File: src/rtl/texturePkg.sv
// ==========================================================
// Texture buffer shared definitions
// Size limits, colour channel widths and bank geometry
// Texel, coordinate, address and stream types
// ==========================================================
package texturePkg;

    // Texture size limits, 64 texels per axis at most
    localparam int maxSizeLog2 = 6;
    localparam int texelIdxWidth = 2 * maxSizeLog2; // Linear index into a full texture

    // Colour channels
    localparam int subPixelWidth = 4;
    localparam int expandedSubPixelWidth = 8;
    localparam int numSubPixels = 4;
    localparam int texelWidth = subPixelWidth * numSubPixels;
    localparam int expTexelWidth = expandedSubPixelWidth * numSubPixels;

    // Even s texels in one bank, odd s texels in the other
    localparam int bankDepth = 2048;
    localparam int bankAddrWidth = $clog2(bankDepth);

    localparam int streamWidth = 2 * texelWidth; // Two texels per beat

    // Stored RGBA4444 texel
    typedef logic [texelWidth - 1 : 0] texelT;

    // RGBA8888 after nibble replication
    typedef logic [expTexelWidth - 1 : 0] expTexelT;

    // Q1.15 on the way in, Q0.16 for the sub coordinates
    typedef logic [15 : 0] coordT;

    // 0 means 1 texel, 6 means 64 texels
    typedef logic [2 : 0] sizeLog2T;

    typedef logic [bankAddrWidth - 1 : 0] bankAddrT;

    // One write beat, low half is the even texel
    typedef logic [streamWidth - 1 : 0] streamT;

endpackage

File: src/rtl/quadAddressGen.sv
// ==========================================================
// Read address generation for the texel quad
// Per-axis index, wrapped neighbour index and clamp detection
// Even/odd bank routing of both quad rows
// Registered corner parity, clamp flags and sub coordinates
// ==========================================================
module quadAddressGen
(
    input  logic                  aclk,

    input  texturePkg::coordT     texelS,  // Q1.15
    input  texturePkg::coordT     texelT,  // Q1.15
    input  logic                  clampS,
    input  logic                  clampT,
    input  texturePkg::sizeLog2T  widthLog2,
    input  texturePkg::sizeLog2T  heightLog2,

    output texturePkg::bankAddrT  evenAddrA,
    output texturePkg::bankAddrT  oddAddrA,
    output texturePkg::bankAddrT  evenAddrB,
    output texturePkg::bankAddrT  oddAddrB,

    output logic [3 : 0]          cornerOdd, // 00, 01, 10, 11 from bit 0 up
    output logic                  clampSOut,
    output logic                  clampTOut,
    output texturePkg::coordT     subCoordS, // Q0.16
    output texturePkg::coordT     subCoordT  // Q0.16
);
    import texturePkg::*;

    logic [maxSizeLog2 - 1 : 0]   sIdx0;
    logic [maxSizeLog2 - 1 : 0]   sIdx1;
    logic [maxSizeLog2 - 1 : 0]   tIdx0;
    logic [maxSizeLog2 - 1 : 0]   tIdx1;
    logic [16 : 0]                sumS;
    logic [16 : 0]                sumT;
    logic [texelIdxWidth - 1 : 0] idx00;
    logic [texelIdxWidth - 1 : 0] idx01;
    logic [texelIdxWidth - 1 : 0] idx10;
    logic [texelIdxWidth - 1 : 0] idx11;

    // Integer texel index out of the fractional part of a Q1.15 coordinate
    function automatic logic [maxSizeLog2 - 1 : 0] axisIndex
    (
        input logic [14 : 0] frac,
        input sizeLog2T      sizeLog2
    );
        logic [3 : 0]  shiftAmount;
        logic [14 : 0] shifted;
        shiftAmount = 4'd15 - {1'b0, sizeLog2};
        shifted = frac >> shiftAmount;
        return shifted[maxSizeLog2 - 1 : 0];
    endfunction

    // Coordinate advanced by one texel, with the carry kept
    function automatic logic [16 : 0] neighbourSum
    (
        input coordT    coord,
        input sizeLog2T sizeLog2
    );
        logic [3 : 0] shiftAmount;
        shiftAmount = 4'd15 - {1'b0, sizeLog2};
        return {1'b0, coord} + (17'd1 << shiftAmount);
    endfunction

    // Remaining fraction inside the texel as Q0.16
    function automatic coordT subCoord
    (
        input coordT    coord,
        input sizeLog2T sizeLog2
    );
        coordT scaled;
        scaled = {coord[14 : 0], 1'b0} << sizeLog2;
        return (sizeLog2 == '0) ? '0 : scaled;
    endfunction

    assign sumS = neighbourSum(texelS, widthLog2);
    assign sumT = neighbourSum(texelT, heightLog2);

    // Neighbour wraps since only the bits below 15 are kept
    assign sIdx0 = axisIndex(texelS[14 : 0], widthLog2);
    assign sIdx1 = axisIndex(sumS[14 : 0], widthLog2);
    assign tIdx0 = axisIndex(texelT[14 : 0], heightLog2);
    assign tIdx1 = axisIndex(sumT[14 : 0], heightLog2);

    // Row major, t times width plus s
    assign idx00 = (texelIdxWidth'(tIdx0) << widthLog2) | texelIdxWidth'(sIdx0);
    assign idx01 = (texelIdxWidth'(tIdx0) << widthLog2) | texelIdxWidth'(sIdx1);
    assign idx10 = (texelIdxWidth'(tIdx1) << widthLog2) | texelIdxWidth'(sIdx0);
    assign idx11 = (texelIdxWidth'(tIdx1) << widthLog2) | texelIdxWidth'(sIdx1);

    // Adjacent s texels always sit in opposite banks
    assign evenAddrA = idx00[0] ? idx01[texelIdxWidth - 1 : 1] : idx00[texelIdxWidth - 1 : 1];
    assign oddAddrA  = idx00[0] ? idx00[texelIdxWidth - 1 : 1] : idx01[texelIdxWidth - 1 : 1];
    assign evenAddrB = idx10[0] ? idx11[texelIdxWidth - 1 : 1] : idx10[texelIdxWidth - 1 : 1];
    assign oddAddrB  = idx10[0] ? idx10[texelIdxWidth - 1 : 1] : idx11[texelIdxWidth - 1 : 1];

    // Lines up with the bank read data
    always_ff @(posedge aclk)
    begin
        cornerOdd <= {idx11[0], idx10[0], idx01[0], idx00[0]};

        // Step crossed the far edge, either into bit 15 or out of the word
        clampSOut <= clampS && (sumS[16] || (sumS[15] && !texelS[15]));
        clampTOut <= clampT && (sumT[16] || (sumT[15] && !texelT[15]));

        subCoordS <= subCoord(texelS, widthLog2);
        subCoordT <= subCoord(texelT, heightLog2);
    end

endmodule

File: config.mk
export PLATFORM = sky130hd
export DESIGN_NAME = quadAddressGen
export DESIGN_NICKNAME = d
export VERILOG_FILES = /design/src/rtl/texturePkg.sv /design/src/rtl/quadAddressGen.sv
export SDC_FILE = /design/constraint.sdc
export NUM_CORES = 1
export LEC_CHECK = 0
export ABC_AREA = 0
export BUFFER_PORTS_ARGS = -buffer_cell sky130_fd_sc_hd__buf_2
export CELL_PAD_IN_SITES_DETAIL_PLACEMENT = 1
export CELL_PAD_IN_SITES_GLOBAL_PLACEMENT = 1
export CORE_MARGIN = 1
export CORE_UTILIZATION = 30
export CTS_CLUSTER_DIAMETER = 60
export CTS_CLUSTER_SIZE = 8
export DETAILED_ROUTE_END_ITERATION = 10
export PLACE_DENSITY = 0.71
export SLEW_MARGIN = 20
export SYNTH_ARGS = -nofsm -noshare
export SYNTH_HDL_FRONTEND = slang
export SYNTH_SLANG_ARGS = --single-unit
File: constraint.sdc
create_clock -name aclk -period 3.45 [get_ports aclk]
set_clock_uncertainty 0.05 [all_clocks]
set_input_delay 0 -clock aclk [delete_from_list [all_inputs] [get_ports aclk]]
set_output_delay 0 -clock aclk [all_outputs]
set_load 0.01 [all_outputs]
==> impl_results.rst, run 1 <==
.. list-table::
   :header-rows: 1

   * - Metric
     - Value
   * - Highest fanout seen on the critical path
     - 17
   * - Final hold viol count
     - 0
   * - Prevailing post-synth register cell
     - sky130_fd_sc_hd__dfxtp_1
   * - DR pass1 iterations
     - 6
   * - Sinks on the clock net
     - 36
   * - Leakage
     - 2.32 nW
   * - Starting density of the core
     - 30.7%
   * - Leading cell type in the layout, fill and taps excluded
     - sky130_fd_sc_hd__buf_2
   * - Relative slew margins
     - between 60% and 70%
   * - Vias per inst
     - about 5.7
   * - Num ports
     - approximately 120
   * - Power Dens Cells
     - 337 nW/um^2
   * - Worst Hold Class
     - primary input to flop
   * - Slew at the pin closest to its max-slew limit
     - 0.529 ns
   * - Inserted Clock Buffers
     - 5
   * - Number of nets with antenna violations after routing
     - 0
   * - Register cell area after layout
     - ~700 sq um
   * - First-pass GRT wire length
     - between 20000 and 30000 um
   * - Setup Crit Path Kind
     - primary input to output port
   * - Sequential cell fraction of total power
     - around 27%
   * - Standard cell area after detailed placement
     - 4890 sq um
   * - Fill cell instance count of the final layout
     - approximately 1800
   * - Netlist Area Pre-Place
     - approximately 4300 sq um
   * - P&R area growth vs syn
     - 19.4%
   * - Largest cells by area after synthesis
     - sky130_fd_sc_hd__dfxtp_1, sky130_fd_sc_hd__mux2i_1, sky130_fd_sc_hd__nand2_1, sky130_fd_sc_hd__nor2_1, sky130_fd_sc_hd__buf_4
   * - Multi-input gate area
     - roughly 3100 sq um
   * - GR Overflow Total
     - 0
   * - Critical Path Sink Type
     - output port
   * - Die Wd
     - between 100 and 150 um
   * - Final critical-path share of the clock period
     - between 90% and 100%
   * - Total global routing track utilization
     - around 22%
   * - Sequential share of the synthesized area
     - between 10% and 20%
   * - Initial antenna violation count
     - 0
   * - Post-layout min period
     - about 3.3 ns
   * - Count of flip-flops with a built-in enable after synthesis
     - 0
   * - Leading cell types in the layout, fill and taps excluded
     - sky130_fd_sc_hd__buf_2, sky130_fd_sc_hd__nand2_1, sky130_fd_sc_hd__nor2_1
   * - Cell accounting for the most synthesized area
     - sky130_fd_sc_hd__dfxtp_1
   * - Largest net degree at the start of global routing
     - 37
   * - Total wire length
     - ~16000 um
   * - Vert. Die Dim
     - around 120 um
   * - Clock network fraction of total power
     - a little over a quarter
   * - Count of nets after finishing
     - 722
   * - Clock transition at the registers of the reported paths
     - approximately 0.05 ns
   * - Final-report setup violation count
     - 0
   * - Max Root-Sink Buffers
     - 2
   * - Per-instance average area after synthesis
     - 7.44 sq um
   * - PortBufs
     - between 100 and 150
   * - Final hold slack
     - 0.00199 ns
   * - Fmax
     - 307 MHz
   * - Yosys top cell area share
     - around 17%
   * - Starting DRT DRC Count
     - around 350
   * - Area of the placeable core
     - approximately 14000 sq um
   * - Setup WS post-layout
     - around 0.20 ns
   * - CTS H-tree depth
     - 2
   * - Via count of the first global-routing pass
     - 4679
   * - Total power of the final layout
     - 1.72 mW
   * - Sum of negative setup slack
     - 0 ns
   * - Vias
     - approximately 4800
   * - Final count of pins violating max slew
     - 0
   * - Mapped Cells
     - around 570
   * - Setup repair after global routing missed its margin
     - false
   * - Antenna cells
     - 0
   * - Clock tree from TritonCTS
     - built
   * - Setup slack at placement
     - roughly 0.18 ns
   * - DRC Markers
     - 0
   * - Critical Path Source Type
     - primary input
   * - Number of warnings reported in the yosys synthesis log
     - 0
   * - Max-capacitance violation count
     - 0
   * - Share of cells above drive strength 1
     - between 20% and 30%
   * - Int Pwr
     - 1.03 mW
   * - CP Data Required Time
     - 3.40 ns
   * - Die Footprint
     - 14700 sq um
   * - Wire length per cell
     - around 19 um
   * - Net switching power of the design
     - approximately 0.69 mW
   * - Worst vdd ir
     - 0.179 mV
   * - Status
     - completed
   * - Library cells used by synthesis
     - 73
   * - Buffer type at the clock tree root
     - sky130_fd_sc_hd__clkbuf_16
   * - Critical Path AT
     - ~3.2 ns
   * - Std cell rows
     - 43
   * - Relative contribution of combinational cells to total power
     - 45.8%
   * - Post-layout instance area
     - around 5100 sq um
   * - Sum of net half-perimeters after detailed placement
     - roughly 13000 um
   * - Synth async-reset ratio
     - 0%
   * - Placer congestion estimate
     - a little under 0.9
   * - Number of synthesized register bits
     - 36
   * - Switching power share of the total
     - between 30% and 40%
[flip-flops by register name, summed over array words and instances (netlist names)]
| name | count |
|---|---|
| subCoordS | 15 |
| clampTOut | 1 |
| cornerOdd | 4 |
| clampSOut | 1 |
| subCoordT | 15 |
[cells in the mapped netlist (3+ instances only)]
cell type                    n
sky130_fd_sc_hd__o21ai_0    33
sky130_fd_sc_hd__o2111ai_2   3
sky130_fd_sc_hd__or4b_1      3
sky130_fd_sc_hd__nor3_2      3
sky130_fd_sc_hd__mux2i_1    28
sky130_fd_sc_hd__inv_1      13
sky130_fd_sc_hd__buf_2      14
sky130_fd_sc_hd__or3_1       6
sky130_fd_sc_hd__o21ai_1    16
sky130_fd_sc_hd__and2_1      5
sky130_fd_sc_hd__a21oi_1    28
sky130_fd_sc_hd__a31oi_1     6
sky130_fd_sc_hd__nor2_1     55
sky130_fd_sc_hd__nor3_1     12
sky130_fd_sc_hd__buf_1      10
sky130_fd_sc_hd__o211ai_1   11
sky130_fd_sc_hd__a32oi_1     4
sky130_fd_sc_hd__dfxtp_1    36
sky130_fd_sc_hd__mux2_2     18
sky130_fd_sc_hd__buf_4      27
sky130_fd_sc_hd__o22ai_1     5
sky130_fd_sc_hd__mux4_2      5
sky130_fd_sc_hd__a21o_1      4
sky130_fd_sc_hd__a211oi_1   11
sky130_fd_sc_hd__or2_2       3
sky130_fd_sc_hd__o22a_1      4
sky130_fd_sc_hd__nand2b_1    4
sky130_fd_sc_hd__o31ai_1     7
sky130_fd_sc_hd__nand3_1    26
sky130_fd_sc_hd__nand2_1    57
sky130_fd_sc_hd__ha_1       16
sky130_fd_sc_hd__a221oi_1    3
sky130_fd_sc_hd__o21a_1      3
sky130_fd_sc_hd__a21boi_0    4
sky130_fd_sc_hd__a22o_1      7
sky130_fd_sc_hd__nor4bb_1    3
sky130_fd_sc_hd__and3_1      6
sky130_fd_sc_hd__clkbuf_1   14
sky130_fd_sc_hd__a22oi_1     3
sky130_fd_sc_hd__nor2b_1     6
sky130_fd_sc_hd__a311oi_1    3
sky130_fd_sc_hd__inv_2       5
[power groups by stage]
stage	clock network, mW	logic (mW)	registers [mW]
after global routing	0.494	0.857	0.471
after floorplan	0	0.494	0.501
after detailed placement	0	0.775	0.478
after global placement	0	0.759	0.475
after CTS	0.480	0.783	0.468
final	0.463	0.786	0.467
[critical path: stages]
cell	delay, ns
sky130_fd_sc_hd__buf_2	0.25
sky130_fd_sc_hd__buf_4	0.29
sky130_fd_sc_hd__nand2_1	0.16
sky130_fd_sc_hd__inv_1	0.11
sky130_fd_sc_hd__ha_1	0.28
sky130_fd_sc_hd__a21oi_1	0.21
sky130_fd_sc_hd__nand2_1	0.11
sky130_fd_sc_hd__or3_1	0.41
sky130_fd_sc_hd__a311oi_1	0.45
sky130_fd_sc_hd__o22ai_1	0.23
sky130_fd_sc_hd__o21ai_1	0.37
sky130_fd_sc_hd__o211ai_1	0.16
sky130_fd_sc_hd__buf_2	0.17
[layout make-up]
cell class,count,area share [%]
clock buffer,5,2.46
timing repair buffer,145,15.7
sequential,36,14.2
clock inverter,3,0.369
inverter,18,1.33
multi-input combinational,457,61.5
tap,180,4.43
[metrics by stage]
stage / util [%] / cells
after floorplan: - / 576
final: 36.7 / 844
after global placement: 35.2 / 831
after CTS: 36.6 / 844
after global routing: 36.7 / 844
after detailed placement: 35.2 / 831
[routing by layer]
metal  share of wire, %  GRT usage [%]
met3                5.1           2.07
met5                  0              0
met1                 46           30.5
met4                1.4           4.94
met2                 47           37.2
[what timing repair did]
| action | in CTS | in global routing |
|---|---|---|
| hold endpoints to repair | 5 | 0 |
| endpoints found under the setup margin | 0 | 4 |
| buffers inserted | 0 | 0 |
| resized for setup | 0 | 2 |
| hold buffers | 5 | 0 |
[final timing paths]
path                      start      endpoint  slack, ns  depth (start not counted)
hold / removal        texelT[1]  subCoordT[3]      0.002                          3
setup / recovery  heightLog2[0]  evenAddrB[2]       0.20                         13
[kinds of logic after synthesis]
group | after synthesis | share of synthesized area [%]
simple gates | 197 | 22.3
compound gates | 182 | 29.7
buf+inv | 83 | 10.1
mux | 54 | 14.8
flops | 36 | 16.9
fa+ha+maj | 18 | 5.64
xor+xnor | 2 | 0.411
other cells | 1 | 0.0880
(Power assumes the default switching activity.)
==> inputs of run 2 (changes only) <==
==> constraint.sdc (replaced) <==
create_clock -name aclk -period 4.05 [get_ports aclk]
set_clock_uncertainty 0.05 [all_clocks]
set_input_delay 0 -clock aclk [delete_from_list [all_inputs] [get_ports aclk]]
set_output_delay 0 -clock aclk [all_outputs]
set_load 0.01 [all_outputs]
==> impl_results.rst, run 2 (same netlist as run 1, synthesis figures left out) <==
.. list-table::
   :header-rows: 1

   * - Metric
     - Value
   * - Status
     - completed
   * - Largest net degree at the start of global routing
     - 54 (+46%)
   * - Leading cell type in the layout, fill and taps excluded
     - sky130_fd_sc_hd__buf_2
   * - Total buffers and inverters traversed by the critical path
     - 3 (-1)
   * - Max-capacitance violation count
     - 0 (unchanged)
   * - Top flop regs
     - subCoordS (15), subCoordT (15), cornerOdd (4)
   * - Via count of the first global-routing pass
     - 4698 (+0.41%)
   * - Worst vdd ir
     - 0.130 mV (-28%)
   * - CP Data Required Time
     - 4.00 ns (+0.60 ns)
   * - Clock transition at the registers of the reported paths
     - 0.06 ns (about the same)
   * - Largest stage delay on the critical path
     - 0.42 ns (-0.03 ns)
   * - Leading cell types in the layout, fill and taps excluded
     - sky130_fd_sc_hd__buf_2, sky130_fd_sc_hd__nand2_1, sky130_fd_sc_hd__nor2_1
   * - Power Dens Cells
     - 301 nW/um^2 (-11%)
   * - Setup slack at placement
     - 0.739 ns (+0.555 ns)
   * - Final hold viol count
     - 0 (unchanged)
   * - Fmax
     - 297 MHz
   * - Post-layout min period
     - roughly 3.4 ns
   * - Clock tree from TritonCTS
     - built
   * - Highest fanout seen on the critical path
     - 20 (+3)
   * - Top Family by Delay on Critical Path
     - compound AO/OA/AOI/OAI gates
   * - Sum of negative setup slack
     - 0 ns (unchanged)
   * - Number of nets with antenna violations after routing
     - 0 (unchanged)
   * - Antenna cells
     - 0 (unchanged)
   * - Share of cells above drive strength 1
     - 28.0% (-1.3 points)
   * - Max Root-Sink Buffers
     - 2 (unchanged)
   * - Placer congestion estimate
     - 0.880 (+0.62%)
   * - Cells along the critical path
     - buf_2 > inv_2 > nor2_1 > ha_1 > fa_1 > a211o_1 > a2111o_1 > nand3_1 > a32oi_1 > o21ai_1 > o21ai_2 > o31ai_1 > buf_2
   * - DR pass1 iterations
     - 6 (unchanged)
   * - First-pass GRT wire length
     - 24800 um (-2.4%)
   * - CTS H-tree depth
     - 2 (unchanged)
   * - Area of the placeable core
     - 13900 sq um (unchanged)
   * - Relative slew margins
     - 60.3% (-4.1 points)
   * - DRC Markers
     - 0 (unchanged)
   * - Critical Path AT
     - 3.32 ns (+0.12 ns)
   * - Slew at the pin closest to its max-slew limit
     - 0.581 ns (+0.0517 ns)
   * - Count of nets after finishing
     - 714 (-1.1%)
   * - Die Footprint
     - 14700 sq um (unchanged)
   * - Initial antenna violation count
     - 0 (unchanged)
   * - Std cell rows
     - 43 (unchanged)
   * - PortBufs
     - 120 (unchanged)
   * - Inserted Clock Buffers
     - 5 (unchanged)
   * - Crit-path slowest cell
     - sky130_fd_sc_hd__a2111o_1
   * - Fill cell instance count of the final layout
     - 1751 (-1.4%)
   * - Final-report setup violation count
     - 0 (unchanged)
   * - Buffer type at the clock tree root
     - sky130_fd_sc_hd__clkbuf_16
   * - Num ports
     - 123 (unchanged)
   * - Sum of net half-perimeters after detailed placement
     - 12500 um (-3.3%)
   * - Starting density of the core
     - 30.7% (unchanged)
   * - Die Wd
     - 121 um (unchanged)
   * - Starting DRT DRC Count
     - 287 (-18%)
   * - Final critical-path share of the clock period
     - around 83%
   * - Setup WS post-layout
     - 0.685 ns (+0.489 ns)
   * - Vias per inst
     - 5.70 (+0.70%)
   * - Critical Path Sink Type
     - output port
   * - Worst Hold Class
     - primary input to flop
   * - Wire length per cell
     - 19.0 um (-0.15%)
   * - Sinks on the clock net
     - 36 (unchanged)
   * - GR Overflow Total
     - 0 (unchanged)
   * - Vias
     - 4768 (-0.25%)
   * - Setup Crit Path Kind
     - primary input to output port
   * - Total wire length
     - 15900 um (-1.1%)
   * - Critical Path Source Type
     - primary input
   * - Total global routing track utilization
     - 21.7% (-0.47 points)
   * - Total power of the final layout
     - 1.52 mW (-12%)
   * - Final count of pins violating max slew
     - 0 (unchanged)
   * - Leakage
     - 2.29 nW (-1.6%)
   * - Setup repair after global routing missed its margin
     - false
   * - P&R area growth vs syn
     - 18.4%
   * - Vert. Die Dim
     - 121 um (unchanged)
   * - Cell type with the highest occurrence count on the critical path
     - sky130_fd_sc_hd__buf_2
[run 2: changes by cell type in the layout (fill, tap and decap cells not counted), sizes merged]
cell and change:
clkinv -2, dlygate4sd3 +1, clkinvlp +1, buf -9
bufinv +1
[run 2: power breakdown]
part,internal (mW),switching [mW],leakage [nW]
Clock,0.290,0.170,0.0798
Combinational,0.254,0.406,1.91
Sequential,0.391,0.00825,0.301
Total,0.934,0.584,2.29
[run 2: final cells by class]
class / count / area [sq um] / area share, %
repair buffers: 137 / 743 / 14.7
clock inverters: 3 / 42.5 / 0.843
well taps: 180 / 225 / 4.46
flip-flops and latches: 36 / 721 / 14.3
multi-input cells: 457 / 3120 / 61.9
clock buffers: 5 / 125 / 2.48
inverters: 18 / 67.6 / 1.34
[run 2: path summary, 6_finish.rpt]
path	start	endpoint	slack, ns	depth (start not counted)
worst max-delay path	heightLog2[0]	oddAddrB[0]	0.68	13
worst min-delay path	texelS[2]	subCoordS[4]	0.03	3
[run 2: metal layers]
metal  part of all wire [%]  vias up  global-route usage (%)
li1                       -     2267                       -
met5                      0        -                       0
met2                     46      143                    35.9
met4                    2.7        0                    8.26
met3                    4.8       29                    2.21
met1                     46     2329                    28.9
[run 2: worst min-delay path: cells and delay by family]
| kind | cells | cell delay [ns] |
|---|---|---|
| buffers and inverters | 1 | 0.12 |
| AO/OA/AOI/OAI | 2 | 0.20 |
[run 2: timing repair]
action                                 CTS  global route
endpoints found under the hold margin    6             0
buffers inserted                         0             0
hold buffers                             6             0
gates resized for setup                  0             0
[run 2: stage by stage]
| stage | hold WS (ns) | std cells | area (sq um) | utilization [%] |
|---|---|---|---|---|
| 2_1_floorplan | 0.0675 | 576 | 4270 | - |
| 3_3_place_gp | 0.158 | 822 | 4820 | 34.7 |
| 3_5_place_dp | 0.161 | 822 | 4820 | 34.7 |
| 4_1_cts | 0.0308 | 836 | 5050 | 36.4 |
| 5_1_grt | 0.0528 | 836 | 5050 | 36.4 |
| 6_report | 0.0325 | 836 | 5050 | 36.4 |
==> inputs of run 3 (changes only) <==
--- a/config.mk
+++ b/config.mk
@@ -5,7 +5,7 @@
 export SDC_FILE = /design/constraint.sdc
 export NUM_CORES = 1
 export LEC_CHECK = 0
-export ABC_AREA = 0
+export ABC_AREA = 1
 export BUFFER_PORTS_ARGS = -buffer_cell sky130_fd_sc_hd__buf_2
 export CELL_PAD_IN_SITES_DETAIL_PLACEMENT = 1
 export CELL_PAD_IN_SITES_GLOBAL_PLACEMENT = 1
@@ -14,7 +14,7 @@
 export CTS_CLUSTER_DIAMETER = 60
 export CTS_CLUSTER_SIZE = 8
 export DETAILED_ROUTE_END_ITERATION = 10
-export PLACE_DENSITY = 0.71
+export PLACE_DENSITY = 0.76
 export SLEW_MARGIN = 20
 export SYNTH_ARGS = -nofsm -noshare
 export SYNTH_HDL_FRONTEND = slang
==> constraint.sdc (replaced) <==
create_clock -name aclk -period 3.29 [get_ports aclk]
set_clock_uncertainty 0.05 [all_clocks]
set_input_delay 0 -clock aclk [delete_from_list [all_inputs] [get_ports aclk]]
set_output_delay 0 -clock aclk [all_outputs]
set_load 0.01 [all_outputs]
==> impl_results.rst, run 3 <==
.. list-table::
   :header-rows: 1

   * - Metric
     - Value
   * - Largest net degree at the start of global routing
     - 35 (-35%)
   * - DRC Markers
     - 0 (unchanged)
   * - Post-layout min period
     - roughly 2.9 ns
   * - Initial antenna violation count
     - 0 (unchanged)
   * - Netlist Area Pre-Place
     - 3950 sq um (-7.2%)
   * - Starting density of the core
     - 31.1% (+0.38 points)
   * - Num ports
     - 123 (unchanged)
   * - GR Overflow Total
     - 0 (unchanged)
   * - Number of synthesized register bits
     - 36 (unchanged)
   * - Clock tree from TritonCTS
     - built
   * - Count of nets after finishing
     - 813 (+14%)
   * - Crit-path slowest cell
     - sky130_fd_sc_hd__ha_1
   * - Relative slew margins
     - 63.5% (+3.3 points)
   * - Sum of net half-perimeters after detailed placement
     - 10800 um (-13%)
   * - Total global routing track utilization
     - 20.2% (-1.5 points)
   * - Synth async-reset ratio
     - 0% (unchanged)
   * - First-pass GRT wire length
     - 21500 um (-13%)
   * - Count of flip-flops with a built-in enable after synthesis
     - 0 (unchanged)
   * - Antenna cells
     - 0 (unchanged)
   * - P&R area growth vs syn
     - 18.4% (about the same)
   * - Placer congestion estimate
     - 0.865 (-1.7%)
   * - Mapped Cells
     - 667 (+16%)
   * - Synth cell count leaders
     - sky130_fd_sc_hd__nand2_1, sky130_fd_sc_hd__nand3_1, sky130_fd_sc_hd__o21ai_0
   * - Vert. Die Dim
     - 117 um (-3.6%)
   * - Highest fanout seen on the critical path
     - 16 (-20%)
   * - Die Footprint
     - 13600 sq um (-7.1%)
   * - Final critical-path share of the clock period
     - a little under 90%
   * - PortBufs
     - 120 (unchanged)
   * - Leading cell types in the layout, fill and taps excluded
     - sky130_fd_sc_hd__nand2_1, sky130_fd_sc_hd__buf_2, sky130_fd_sc_hd__nand3_1
   * - Max-capacitance violation count
     - 0 (unchanged)
   * - Standard cell area after detailed placement
     - 4490 sq um (-6.9%)
   * - Top flop regs
     - subCoordS (15), subCoordT (15), cornerOdd (4)
   * - Die Wd
     - 117 um (-3.6%)
   * - Sum of negative setup slack
     - 0 ns (unchanged)
   * - Max Root-Sink Buffers
     - 2 (unchanged)
   * - Setup Crit Path Kind
     - primary input to output port
   * - Prevailing post-synth register cell
     - sky130_fd_sc_hd__dfxtp_1
   * - CTS Hold Buffers Added
     - 5 (-1)
   * - Wire length per cell
     - 14.2 um (-25%)
   * - Per-instance average area after synthesis
     - 5.93 sq um (-20%)
   * - Number of warnings reported in the yosys synthesis log
     - 0 (unchanged)
   * - Worst setup path startpoint
     - heightLog2[2]
   * - Total wire length
     - 13200 um (-17%)
   * - Critical path depth
     - 20 (+7)
   * - Fmax
     - 349 MHz
   * - Yosys top cell area share
     - 22.1% (+5.2 points)
   * - Largest cells by area after synthesis
     - sky130_fd_sc_hd__nand2_1, sky130_fd_sc_hd__dfxtp_1, sky130_fd_sc_hd__nand3_1, sky130_fd_sc_hd__o21ai_0, sky130_fd_sc_hd__buf_4
   * - DR pass1 iterations
     - 4 (-2)
   * - Status
     - completed
   * - Vias
     - 4547 (-4.6%)
   * - Fill cell instance count of the final layout
     - 1779 (+1.6%)
   * - Vias per inst
     - 4.91 (-14%)
   * - Setup WS post-layout
     - 0.425 ns (-0.259 ns)
   * - Buffers inserted during post-CTS setup optimization
     - 0 (unchanged)
   * - Via count of the first global-routing pass
     - 4349 (-7.4%)
   * - Final count of pins violating max slew
     - 0 (unchanged)
   * - Post-cts resize count
     - 0 (unchanged)
   * - Final hold viol count
     - 0 (unchanged)
   * - Worst vdd ir
     - 0.160 mV (+23%)
   * - Clock transition at the registers of the reported paths
     - 0.07 ns (about the same)
   * - Slew at the pin closest to its max-slew limit
     - 0.545 ns (-0.0359 ns)
   * - Inserted Clock Buffers
     - 5 (unchanged)
   * - Cell accounting for the most synthesized area
     - sky130_fd_sc_hd__nand2_1
   * - Buffer type at the clock tree root
     - sky130_fd_sc_hd__clkbuf_16
   * - Number of placed instances with taps included
     - 914 (+11%)
   * - Critical Path AT
     - 2.81 ns (-0.51 ns)
   * - Share of cells above drive strength 1
     - 24.5% (-3.5 points)
   * - Std cell rows
     - 41 (-4.7%)
   * - Total buffers and inverters traversed by the critical path
     - 6 (+3)
   * - Post-layout instance area
     - 4680 sq um (-7.3%)
   * - Largest stage delay on the critical path
     - 0.33 ns (-0.09 ns)
   * - Critical Path Sink Type
     - output port
   * - Setup slack at placement
     - 0.418 ns (-0.321 ns)
   * - CP Data Required Time
     - 3.24 ns (-0.76 ns)
   * - Final-report setup violation count
     - 0 (unchanged)
   * - Final core utilization
     - 36.8% (+0.43 points)
   * - Number of nets with antenna violations after routing
     - 0 (unchanged)
   * - CTS H-tree depth
     - 2 (unchanged)
   * - Library cells used by synthesis
     - 39 (-47%)
   * - Cell with the most instances after synthesis
     - sky130_fd_sc_hd__nand2_1
   * - Cells along the critical path
     - buf_2 > inv_1 > nor2_1 > inv_1 > nor2_1 > ha_1 > nand2_1 > nand2_1 > inv_1 > nand3b_1 > nand2_1 > nand2_1 > nand3_1 > nand3_2 > nand3_2 > nand2_2 > inv_2 > nand2_1 > nand2_1 > buf_2
   * - Setup repair after global routing missed its margin
     - false
   * - Worst Hold Class
     - primary input to flop
   * - Leakage
     - 2.59 nW (+13%)
   * - Top Family by Delay on Critical Path
     - simple AND/OR/NAND/NOR gates
   * - Sequential share of the synthesized area
     - 18.2% (+1.3 points)
   * - Power Dens Cells
     - 366 nW/um^2 (+22%)
   * - Leading cell type in the layout, fill and taps excluded
     - sky130_fd_sc_hd__nand2_1
   * - Area of the placeable core
     - 12700 sq um (-8.3%)
   * - Critical path destination
     - oddAddrB[4]
   * - Critical Path Source Type
     - primary input
   * - Starting DRT DRC Count
     - 343 (+20%)
   * - Cell type with the highest occurrence count on the critical path
     - sky130_fd_sc_hd__nand2_1
   * - Post-Layout Cell Count
     - 927 (+11%)
   * - Sinks on the clock net
     - 36 (unchanged)
-- run 3: changes by cell type in the layout (fill, tap and decap cells not counted), sizes merged, moves of 14 or more --
cell / delta
nand2: +183
inv: +33
mux2: -20
mux2i: -25
o21ai: +15
a21oi: -14
nand3: +57
o22ai: +18
-- run 3: layer usage --
layer / global-route usage [%] / vias to the layer above / routed length, um
met5: 0 / - / 0
met4: 5.91 / 0 / 239
met3: 2.47 / 17 / 645
met2: 32.1 / 113 / 5810
met1: 28.4 / 2086 / 6480
li1: - / 2331 / -
-- run 3: cells by family after synthesis --
kind of cell             share of synthesized area [%]
adder cells (fa/ha/maj)                           6.08
buffers and inverters                             15.1
AO/OA/AOI/OAI                                     15.9
other                                           0.0948
AND/OR/NAND/NOR                                   42.2
XOR/XNOR                                          1.11
flip-flops                                        18.2
multiplexers                                      1.33
-- run 3: how the worst min path moves through the flow --
stage | to | cells past startpoint | slack, ns | start
CTS | subCoordT[2] | 2 | 0.004 | heightLog2[1]
finish | subCoordT[2] | 2 | 0.02 | heightLog2[1]
floorplan | subCoordS[5] | 2 | 0.06 | texelS[0]
global route | subCoordT[2] | 2 | 0.04 | heightLog2[1]
global placement | clampTOut | 2 | 0.16 | clampT
detailed placement | clampTOut | 2 | 0.16 | clampT
-- run 3: layout make-up --
| cell class | instances | area, sq um | area share [%] |
|---|---|---|---|
| clock buffer | 5 | 125 | 2.67 |
| multi-input combinational | 520 | 2650 | 56.6 |
| timing repair buffer | 139 | 756 | 16.1 |
| tap | 172 | 215 | 4.60 |
| sequential | 36 | 721 | 15.4 |
| inverter | 52 | 195 | 4.17 |
| clock inverter | 3 | 18.8 | 0.401 |
-- run 3: where the power goes --
group	internal, mW	switching, mW	total [mW]	leakage [nW]
logic	0.264	0.472	0.737	2.21
clock network	0.280	0.208	0.488	0.0736
registers	0.481	0.00910	0.490	0.301
total	1.02	0.689	1.71	2.59
-- run 3: stage by stage --
step	hold WS (ns)	total power, mW
finish	0.0179	1.71
global route	0.0389	1.85
CTS	0.00375	1.73
detailed placement	0.162	1.23
global placement	0.159	1.22
floorplan	0.0627	1.02
